File: config.mk
export PLATFORM = sky130hd
export DESIGN_NAME = decode_top
export DESIGN_NICKNAME = d
export VERILOG_FILES = /design/src/decode_pkg.sv /design/src/bundle_pack.sv /design/src/decode_skid.sv /design/src/decode_slot.sv /design/src/decode_top.sv
export SDC_FILE = /design/constraint.sdc
export NUM_CORES = 2
export LEC_CHECK = 0
export BUFFER_PORTS_ARGS = -buffer_cell sky130_fd_sc_hd__buf_2
export CAP_MARGIN = 0
export CELL_PAD_IN_SITES_DETAIL_PLACEMENT = 0
export CELL_PAD_IN_SITES_GLOBAL_PLACEMENT = 1
export CORE_MARGIN = 5
export CORE_UTILIZATION = 41
export CTS_BUF_LIST = sky130_fd_sc_hd__clkbuf_8 sky130_fd_sc_hd__clkbuf_16
export DETAILED_ROUTE_END_ITERATION = 8
export GPL_TIMING_DRIVEN = 0
export PLACE_DENSITY_LB_ADDON = 0.1
export SYNTH_ARGS = -nofsm -noshare
export SYNTH_HDL_FRONTEND = slang
export SYNTH_HIERARCHICAL = 1
export SYNTH_SLANG_ARGS = --single-unit
File: constraint.sdc
create_clock -name clk_in -period 27.1 [get_ports clk_in]
set_input_delay 5.42 -clock clk_in [delete_from_list [all_inputs] [get_ports clk_in]]
set_output_delay 5.42 -clock clk_in [all_outputs]
set_load 0.05 [all_outputs]
File: src/decode_pkg.sv
`default_nettype none

package decode_pkg;

  localparam int INSN_W = 32;
  localparam int PC_W = 64;

  // instruction classes kept by the decoder
  typedef enum logic [3:0] {
    CLS_ADD_I,
    CLS_SUB_I,
    CLS_ADDS_R,
    CLS_SUBS_R,   // also cmp
    CLS_ORR_R,
    CLS_EOR_R,
    CLS_ANDS_R,   // also tst
    CLS_MOVZ,
    CLS_MOVK,
    CLS_LDUR,
    CLS_STUR,
    CLS_B,
    CLS_NOP,
    CLS_UNKNOWN
  } insn_class_e;

  typedef enum logic [3:0] {
    UOP_NOP = 4'd0,  // empty lane, all-zero uop
    UOP_ADD,
    UOP_SUB,
    UOP_ORR,
    UOP_EOR,
    UOP_AND,
    UOP_MOVZ,
    UOP_MOVK,
    UOP_LOAD,
    UOP_STORE
  } uop_op_e;

  typedef struct packed {
    logic [4:0] gpr;
    logic       is_sp;
  } reg_ref_t;

  typedef struct packed {
    uop_op_e         uopcode;
    reg_ref_t        dst;
    reg_ref_t        src1;
    reg_ref_t        src2;
    logic [20:0]     imm;
    logic [1:0]      hw;         // movz/movk shift, in units of 16 bits
    logic            valb_sel;   // 1 = second operand from src2
    logic            mem_read;
    logic            mem_write;
    logic            w_enable;
    logic            tx_begin;   // first uop of an instruction
    logic            tx_end;     // last uop of an instruction
    logic [PC_W-1:0] pc;
  } uop_t;

endpackage

`default_nettype wire

File: src/bundle_pack.sv
`default_nettype none

module bundle_pack import decode_pkg::*; #(
  parameter int SUPER_SCALAR_WIDTH = 2,
  parameter int QUEUE_WIDTH = 4
) (
  input  wire logic [SUPER_SCALAR_WIDTH-1:0][INSN_W-1:0] fetched_ops,
  input  wire logic [PC_W-1:0]                           pc,
  output uop_t [QUEUE_WIDTH-1:0]                         lane_uops
);

  localparam int IDX_W = $clog2(QUEUE_WIDTH + 1);

  uop_t [SUPER_SCALAR_WIDTH-1:0][1:0]  slot_uops;
  logic [SUPER_SCALAR_WIDTH-1:0][1:0]  slot_count;
  logic [SUPER_SCALAR_WIDTH-1:0]       slot_stop;
  logic [IDX_W-1:0]                    idx;
  logic                                done;

  for (genvar i = 0; i < SUPER_SCALAR_WIDTH; i++) begin : g_slot
    decode_slot u_slot (
      .insn      (fetched_ops[i]),
      .slot_pc   (pc + PC_W'(4 * i)),
      .uops      (slot_uops[i]),
      .uop_count (slot_count[i]),
      .stop      (slot_stop[i])
    );
  end

  // append in program order, stop at the first branch
  always_comb begin
    lane_uops = '0;  // all-zero lane is a nop
    idx       = '0;
    done      = 1'b0;
    for (int s = 0; s < SUPER_SCALAR_WIDTH; s++) begin
      if (!done) begin
        if (slot_stop[s]) begin
          done = 1'b1;
        end else begin
          if (slot_count[s] != 2'd0) begin
            lane_uops[idx] = slot_uops[s][0];
            idx = idx + 1'b1;
          end
          if (slot_count[s] == 2'd2) begin
            lane_uops[idx] = slot_uops[s][1];
            idx = idx + 1'b1;
          end
        end
      end
    end
  end

endmodule

`default_nettype wire

File: src/decode_skid.sv
`default_nettype none

module decode_skid import decode_pkg::*; #(
  parameter int QUEUE_WIDTH = 4
) (
  input  wire logic              clk_in,
  input  wire logic              rst,
  input  wire logic              flush,
  input  wire logic              fetch_valid,
  input  wire logic              exe_ready,
  input  wire uop_t [QUEUE_WIDTH-1:0] next_lanes,
  output logic                   decode_ready,
  output uop_t [QUEUE_WIDTH-1:0] lanes
);

  uop_t [QUEUE_WIDTH-1:0] buf_lanes;  // one parked bundle
  logic                   buf_full;
  logic                   buf_full_next;
  logic                   accept;

  assign accept = fetch_valid && decode_ready;

  // buffer drains whenever execute takes lanes
  assign buf_full_next = exe_ready ? 1'b0 : (buf_full || accept);

  always_ff @(posedge clk_in) begin
    if (rst || flush) begin
      lanes        <= '0;
      buf_full     <= 1'b0;
      decode_ready <= 1'b0;  // low for one cycle after clear
    end else begin
      if (exe_ready) begin
        if (buf_full)
          lanes <= buf_lanes;
        else if (accept)
          lanes <= next_lanes;
        else
          lanes <= '0;
      end
      buf_full     <= buf_full_next;
      decode_ready <= !buf_full_next;
    end
  end

  always_ff @(posedge clk_in) begin
    if (accept && !exe_ready)
      buf_lanes <= next_lanes;  // stalled, park it
  end

endmodule

`default_nettype wire

File: src/decode_slot.sv
`default_nettype none

module decode_slot import decode_pkg::*; (
  input  wire logic [INSN_W-1:0] insn,
  input  wire logic [PC_W-1:0]   slot_pc,
  output uop_t [1:0]             uops,
  output logic [1:0]             uop_count,
  output logic                   stop
);

  insn_class_e cls;
  logic [4:0]  rd;
  logic [4:0]  rn;
  logic [4:0]  rm;
  logic [8:0]  imm9;
  uop_t        alu;
  uop_t        mem;

  assign rd   = insn[4:0];
  assign rn   = insn[9:5];
  assign rm   = insn[20:16];
  assign imm9 = insn[20:12];

  // 64-bit A64 forms only
  function automatic insn_class_e classify(input logic [INSN_W-1:0] op);
    insn_class_e c;
    c = CLS_UNKNOWN;
    if (op == 32'hd503201f) c = CLS_NOP;
    else if (op[31:26] == 6'b000101) c = CLS_B;
    else if (op[31:22] == 10'b1001000100) c = CLS_ADD_I;
    else if (op[31:22] == 10'b1101000100) c = CLS_SUB_I;
    else if (op[31:21] == 11'b10101011000) c = CLS_ADDS_R;
    else if (op[31:21] == 11'b11101011000) c = CLS_SUBS_R;
    else if (op[31:21] == 11'b10101010000) c = CLS_ORR_R;
    else if (op[31:21] == 11'b11001010000) c = CLS_EOR_R;
    else if (op[31:21] == 11'b11101010000) c = CLS_ANDS_R;
    else if (op[31:23] == 9'b110100101) c = CLS_MOVZ;
    else if (op[31:23] == 9'b111100101) c = CLS_MOVK;
    else if (op[31:21] == 11'b11111000010 && op[11:10] == 2'b00) c = CLS_LDUR;
    else if (op[31:21] == 11'b11111000000 && op[11:10] == 2'b00) c = CLS_STUR;
    return c;
  endfunction

  always_comb begin
    cls       = classify(insn);
    uops      = '0;
    uop_count = 2'd0;
    stop      = 1'b0;

    // common shape of alu and move uops
    alu          = '0;
    alu.dst.gpr  = rd;
    alu.w_enable = 1'b1;
    alu.tx_begin = 1'b1;
    alu.tx_end   = 1'b1;
    alu.pc       = slot_pc;

    // memory access, rt rides in dst
    mem           = '0;
    mem.uopcode   = (cls == CLS_LDUR) ? UOP_LOAD : UOP_STORE;
    mem.dst.gpr   = rd;
    mem.mem_read  = (cls == CLS_LDUR);
    mem.mem_write = (cls == CLS_STUR);
    mem.w_enable  = (cls == CLS_LDUR);
    mem.tx_end    = 1'b1;
    mem.pc        = slot_pc;

    case (cls)
      CLS_ADD_I, CLS_SUB_I: begin
        uops[0]            = alu;
        uops[0].uopcode    = (cls == CLS_ADD_I) ? UOP_ADD : UOP_SUB;
        uops[0].dst.is_sp  = (&rd) & (&rn);
        uops[0].src1       = '{gpr: rn, is_sp: &rn};
        uops[0].imm        = 21'(insn[21:10]);
        uop_count          = 2'd1;
      end
      CLS_ADDS_R, CLS_SUBS_R, CLS_ORR_R, CLS_EOR_R, CLS_ANDS_R: begin
        uops[0]          = alu;
        uops[0].src1.gpr = rn;
        uops[0].src2.gpr = rm;
        uops[0].valb_sel = 1'b1;
        case (cls)
          CLS_ADDS_R: uops[0].uopcode = UOP_ADD;
          CLS_SUBS_R: uops[0].uopcode = UOP_SUB;
          CLS_ORR_R:  uops[0].uopcode = UOP_ORR;
          CLS_EOR_R:  uops[0].uopcode = UOP_EOR;
          default:    uops[0].uopcode = UOP_AND;
        endcase
        uop_count = 2'd1;
      end
      CLS_MOVZ, CLS_MOVK: begin
        uops[0]         = alu;
        uops[0].uopcode = (cls == CLS_MOVZ) ? UOP_MOVZ : UOP_MOVK;
        uops[0].imm     = 21'(insn[20:5]);
        uops[0].hw      = insn[22:21];
        uop_count       = 2'd1;
      end
      CLS_LDUR, CLS_STUR: begin
        if (imm9 != 9'd0) begin
          // rd <- rn + imm9, then access through rd
          uops[0]         = alu;
          uops[0].uopcode = UOP_ADD;
          uops[0].src1    = '{gpr: rn, is_sp: &rn};
          uops[0].imm     = 21'(imm9);
          uops[0].tx_end  = 1'b0;
          uops[1]          = mem;
          uops[1].src1.gpr = rd;
          uop_count        = 2'd2;
        end else begin
          uops[0]          = mem;
          uops[0].src1     = '{gpr: rn, is_sp: &rn};
          uops[0].tx_begin = 1'b1;
          uop_count        = 2'd1;
        end
      end
      CLS_B: stop = 1'b1;  // rest of the bundle is dead
      default: ;           // nop and unknown make nothing
    endcase
  end

endmodule

`default_nettype wire

File: src/decode_top.sv
`default_nettype none

module decode_top import decode_pkg::*; #(
  parameter int SUPER_SCALAR_WIDTH = 2,
  parameter int QUEUE_WIDTH = 2 * SUPER_SCALAR_WIDTH  // room for a bundle of split accesses
) (
  input  wire logic                                      clk_in,
  input  wire logic                                      rst,
  input  wire logic                                      flush,
  input  wire logic [SUPER_SCALAR_WIDTH-1:0][INSN_W-1:0] fetched_ops,
  input  wire logic [PC_W-1:0]                           pc,
  input  wire logic                                      fetch_valid,
  input  wire logic                                      exe_ready,
  output logic                                           decode_ready,
  output uop_t [QUEUE_WIDTH-1:0]                         lanes
);

  uop_t [QUEUE_WIDTH-1:0] next_lanes;

  bundle_pack #(
    .SUPER_SCALAR_WIDTH (SUPER_SCALAR_WIDTH),
    .QUEUE_WIDTH        (QUEUE_WIDTH)
  ) u_pack (
    .fetched_ops (fetched_ops),
    .pc          (pc),
    .lane_uops   (next_lanes)
  );

  decode_skid #(
    .QUEUE_WIDTH (QUEUE_WIDTH)
  ) u_skid (
    .clk_in       (clk_in),
    .rst          (rst),
    .flush        (flush),
    .fetch_valid  (fetch_valid),
    .exe_ready    (exe_ready),
    .next_lanes   (next_lanes),
    .decode_ready (decode_ready),
    .lanes        (lanes)
  );

endmodule

`default_nettype wire

**Word-level counts from Yosys, hierarchy flattened**

Index checks and enable logic that the tools add are counted.

- Bitwise logic cells: 2
- Reductions and logical operators: 35
- Eq/ne operators: 50
- Muxes and demuxes: 78
- Magnitude comparators: 6
- Add/sub/neg operators: 3

Operator list:

| cell | count |
|---|---|
| 460-bit two-way mux | 10 |
| 460-bit bitwise mux | 3 |
| 115-bit two-way mux | 11 |
| 115-bit case mux with 4 select lines | 2 |
| 115-bit demux with 2-bit select | 3 |
| 11-bit equality test (second input constant) | 14 |
| 4-bit two-way mux | 20 |
| 64-bit by 3-bit adder with 64-bit output (second input constant) | 1 |
| 32-bit equality test (second input constant) | 2 |
| 10-bit equality test (second input constant) | 4 |
| 9-bit equality test (second input constant) | 4 |
| 3-bit two-way mux | 12 |
| 4-bit by 3-bit equality test with 1-bit output (second input constant) | 8 |
| 4-bit equality test (second input constant) | 8 |
| 3-bit case mux with 4 select lines | 2 |
| 5-bit AND reduction | 4 |
| 9-bit nonzero test | 2 |
| 9-bit OR reduction | 2 |
| 4-bit by 2-bit equality test with 1-bit output (second input constant) | 4 |
| 6-bit by 3-bit equality test with 1-bit output (second input constant) | 2 |
| 2-bit OR reduction | 6 |
| 5-bit OR reduction | 2 |
| 3-bit by 1-bit greater-or-equal comparator with 1-bit output (second input constant) | 3 |
| 1-bit logical AND | 9 |
| other kinds (13) | 36 |

- Logic and storage cells: 304
- Input bits: 133
- Register bits after elaboration: 922
- Output and inout bits: 461

**Logic depth before layout (Yosys ltp)**

- Depth in word-level cells: 38
- Depth in mapped cells: 21
- Mapped depth without buffers: 15

**Cells and area by module**

The synthesis kept the hierarchy.

Modules (own cells, without submodules):

| module | seq. area each (µm²) | area an instance (µm²) | times used | cells an instance |
|---|---|---|---|---|
| decode_skid | 23062.1 | 37474.7 | 1 | 3127 |
| bundle_pack | 0.0 | 10248.6 | 1 | 1829 |
| decode_slot | 0.0 | 2217.1 | 2 | 342 |

**Worst setup path after synthesis**

No wires, ideal clock.

- Path kind: input to register
- Start point: input port exe_ready
- End point: register u_skid/buf_lanes[0] (netlist name) (enable)
- Stages on the path: 5
- Data arrival time: 25103 ps
- Setup time: 1292 ps
- Data required time: 25808 ps
- Path buffers: 4
- Setup slack: 705 ps
- Cell sequence: buf_4 buf_6 buf_4 clkbuf_1 nor2_1

- Cells in the longest elaborated chain, start to end: 2

Ends and longest elaborated chain:

| item | line | text |
|---|---|---|
| start, declared | decode_top.sv:13 | `input wire logic exe_ready,` |
| 1-bit logical NOT | decode_skid.sv:46 | `if (accept && !exe_ready)` |
| 1-bit logical AND | decode_skid.sv:46 |  |
| end signal, assigned | decode_skid.sv:47 | `buf_lanes <= next_lanes;` |
| end, declared | decode_skid.sv:16 | `uop_t [QUEUE_WIDTH-1:0] buf_lanes;` |

No other way between the ends.
A chain may end at the register's enable or synchronous reset.

==> out/metrics.csv <==
stage,metric,value,unit
drt,first_pass_iters,9,
drt,num_vias,51100,
sta,setup_violations,0,
drt,wl,249,mm
setup_path,cp_common_cell,clkbuf_1,
global_route,grt_max_degree,35,
clock_network,insertion_delay,0.73,ns
finish,layout.cells.non_filler,8211,
flow_run,cap_viol_max_count,2,
sta,tightest_slew,1.58,ns
drt,route.detailed.drc,0,
global_route,overflow,0,
finish,syn_to_final_growth,18.2,%
sta,post-route-period-util,48.3,%
sta,finalWorstSetupSlack,14.00,ns
yosys,yosysUniqueCellTypes,64,
setup_path,cp_top_family,buffers and inverters,
place,place_congestion,0.973,
finish,postLayoutCoreUtil,48.9,%
place,dp_cells,7977,
setup_path,cp_num_buf_inv,7,
place,dp_hpwl,188,mm
setup_path,startpoint_type,primary input,
drt,wl_met1,98.1,mm
clock_network,ctsHoldBuffers,0,
run_status,violations,"capacitance limit, slew limit",
sta,period_minus_slack,13.10,ns
sta,rsz0062_at_grt,false,
setup_path,slowest_stage,clkbuf_1,
yosys,synthCells,5640,
clock_network,path_clk_slew,0.06,ns
worst_hold_path,hold_path.class,flip-flop to flip-flop,
sta,fmax,76.4,MHz
floorplanning,die_y,367,µm
place,io_buffers,587,
drt,drtIter0Drc,6228,
setup_path,crit_chain,buf_2 > nor4_1 > nand2_1 > or4_1 > clkbuf_1 > nor2_1 > or4b_1 > nor3b_1 > clkbuf_1 > clkbuf_1 > ha_1 > nor2b_1 > clkbuf_1 > clkbuf_1 > clkbuf_1 > a22oi_1 > nor2_1 > nand4b_1 > a311oi_1,
drt,post_drt_wl_per_cell,30.4,µm
sta,hold_slack,0.478,ns
drt,met2WireLength,109,mm
finish,final_common_cell,buf_2,
clock_network,cts_root_buf,clkbuf_16,
sta,maxSlewViolCount,17,
setup_path,worstRegToRegCells,9,
setup_path,r2r-end,u_skid/buf_lanes[122],
yosys,syn_area_per_cell,9.25,µm²
setup_path,crit_start,fetched_ops[19],
setup_path,worstPathRequired,27.73,ns
drt,ant_nets,0,
global_route,grt_pass1_vias,48300,
floorplanning,io_pins,594,
setup_path,rrSetupSlack,23.72,ns
power,p_leak,21.4,nW
global_route,antenna_found_initial,66,
yosys,ys_warn_count,6,
floorplanning,start_util,41.4,%
setup_path,end_kind,flip-flop,
setup_path,max_stage_delay,1.06,ns
sta,fin_skew,0.0201,ns
sta,setup_tns,0,ns
global_route,grt_pass1_wl,350,mm
yosys,ys.flop_type,dfxtp_1,
global_route,grtUsageTotal,35.2,%
sta,hold_viol,0,
drt,top_layer_used,met5,
finish,fin_nets,6570,
drt,via_per_inst,6.23,
setup_path,endpoint,u_skid/lanes[455],
floorplanning,num_rows,130,
power,powerDensity,54.7,mW/mm²
setup_path,critPathKind,primary input to flip-flop,
yosys,seq_area_frac_synth,44.2,%
clock_network,numCtsBuffers,104,
floorplanning,coreArea,0.126,mm²
place,pre_cts_slack,13.74,ns
clock_network,clock-sinks,922,
setup_path,critPathMaxFanout,11,
finish,n_fill_cell,12400,
run_status,outcome,"finished, violations left",
yosys,synth_edf_count,460,
setup_path,cp.depth,19,
setup_path,worstPathArrival,13.72,ns
clock_network,htree_num_levels,3,
finish,layout-drive-gt1-share,22.1,%
clock_network,post_cts_resized,0,
clock_network,cts_setup_buffers,0,
finish,mostFrequentLayoutCells,"buf_2 (755), nor2_1 (748), nand2_1 (736)",
yosys,synth-async-reset-ratio,0,%
yosys,synthesis.area,0.0522,mm²
sta,slew_headroom,-5.24,%
clock_network,clockBufferDepth,3,
power,peakVddDrop,0.0510,mV
floorplanning,die_w,367,µm
yosys,synth-seq-cells,922,
clock_network,cts_tree,built,
drt,route.met3.wl,24.8,mm
floorplanning,die_area,0.134,mm²
setup_path,worstReg2RegStart,u_skid/decode_ready,
## cell families (layout without fill, tap and decap cells)
kind of cell | count (synthesis) | after routing | synth area share, %
AND/OR/NAND/NOR | 2787 | 2787 | 28.0
XOR/XNOR | 60 | 60 | 1.01
flip-flops | 922 | 922 | 44.2
other | 2 | 118 | 0.0144
multiplexers | 116 | 116 | 2.50
AO/OA/AOI/OAI | 983 | 983 | 16.7
buffers and inverters | 766 | 1571 | 7.49
adder cells (fa/ha/maj) | 4 | 4 | 0.0960
## flip-flops by register name, summed over array words and instances (netlist names)
name / cells
u_skid/buf_lanes: 460
u_skid/lanes: 460
u_skid/buf_full: 1
u_skid/decode_ready: 1
## cell type report
type / count / area, µm² / area share (%)
plain buffers: 736 / 3800 / 6.16
well taps: 1650 / 2060 / 3.35
inverters: 30 / 113 / 0.183
repair buffers: 607 / 3350 / 5.43
diodes: 36 / 90.1 / 0.146
multi-input cells: 4032 / 25500 / 41.4
clock inverters: 70 / 669 / 1.09
clock buffers: 128 / 3000 / 4.86
flip-flops and latches: 922 / 23100 / 37.4
## worst min-delay path by stage
stage,cells past startpoint,start,endpoint
floorplan,2,u_skid/buf_lanes[458],u_skid/lanes[458]
global placement,2,u_skid/lanes[364],u_skid/lanes[364]
detailed placement,2,u_skid/lanes[370],u_skid/lanes[370]
CTS,2,u_skid/lanes[337],u_skid/lanes[337]
global route,2,u_skid/lanes[236],u_skid/lanes[236]
finish,2,u_skid/lanes[429],u_skid/lanes[429]
## layer usage
layer / up-vias / GRT usage, %
li1: 22600 / -
met1: 25200 / 45.3
met2: 2773 / 53.9
met3: 560 / 8.77
met4: 38 / 20.3
met5: - / 0
## synth_stat cells (4+ instances only)
master     instances  area (µm²)
or2_1              5        31.3
nor4bb_1          10         100
a221oi_1         114         998
a211oi_1           4        30.0
buf_1             60         225
nor4_2             4        50.1
ha_1               4        50.1
nand2_1          736        2760
nor4_1            18         113
mux2_2           116        1310
buf_4            119         893
dfxtp_1          462        9250
clkbuf_1         339        1270
and3_1           150         938
nor3_1           137         686
or4b_1             6        60.1
xor2_1            31         272
nand4_1           30         188
nand4bb_1          4        45.0
a22o_1             6        52.6
a22oi_1          116         871
nor2b_1           14        87.6
buf_2            168         841
and2_1           162        1010
or4_1              5        37.5
a311oi_2         180        2700
buf_6             50         563
edfxtp_1         460       13800
and4_1             4        35.0
nor2_1           749        2810
inv_1             29         109
nand4b_1         460        4030
o21ai_0            5        25.0
and4b_1            6        60.1
nand3_1          264        1320
a21oi_1          237        1190
a222oi_1          18         180
a21o_1             8        60.1
xnor2_1           29         254
a311oi_1         280        2450
## report_power, final
| group | switching (mW) | leakage (nW) | internal (mW) |
|---|---|---|---|
| registers | 0.0237 | 7.07 | 1.49 |
| clock network | 0.621 | 1.89 | 0.897 |
| logic | 0.255 | 12.4 | 0.0817 |
| total | 0.899 | 21.4 | 2.47 |
## worst register-to-register path: stages (launching register included)
cell	delay [ns]
dfxtp_1	0.44
buf_4	0.30
clkbuf_1	0.40
nand2_1	0.16
nor2_4	0.47
buf_12	0.29
buf_12	0.22
buf_12	0.23
buf_12	0.26
buf_12	0.28
## through the flow
stage / area (µm²) / total power [mW]
finish: 61700 / 3.37
CTS: 61600 / 3.38
detailed placement: 57900 / 1.87
global route: 61600 / 3.46
floorplan: 52500 / 1.76
global placement: 57500 / 1.89
Power figures use the tool's default switching activity.
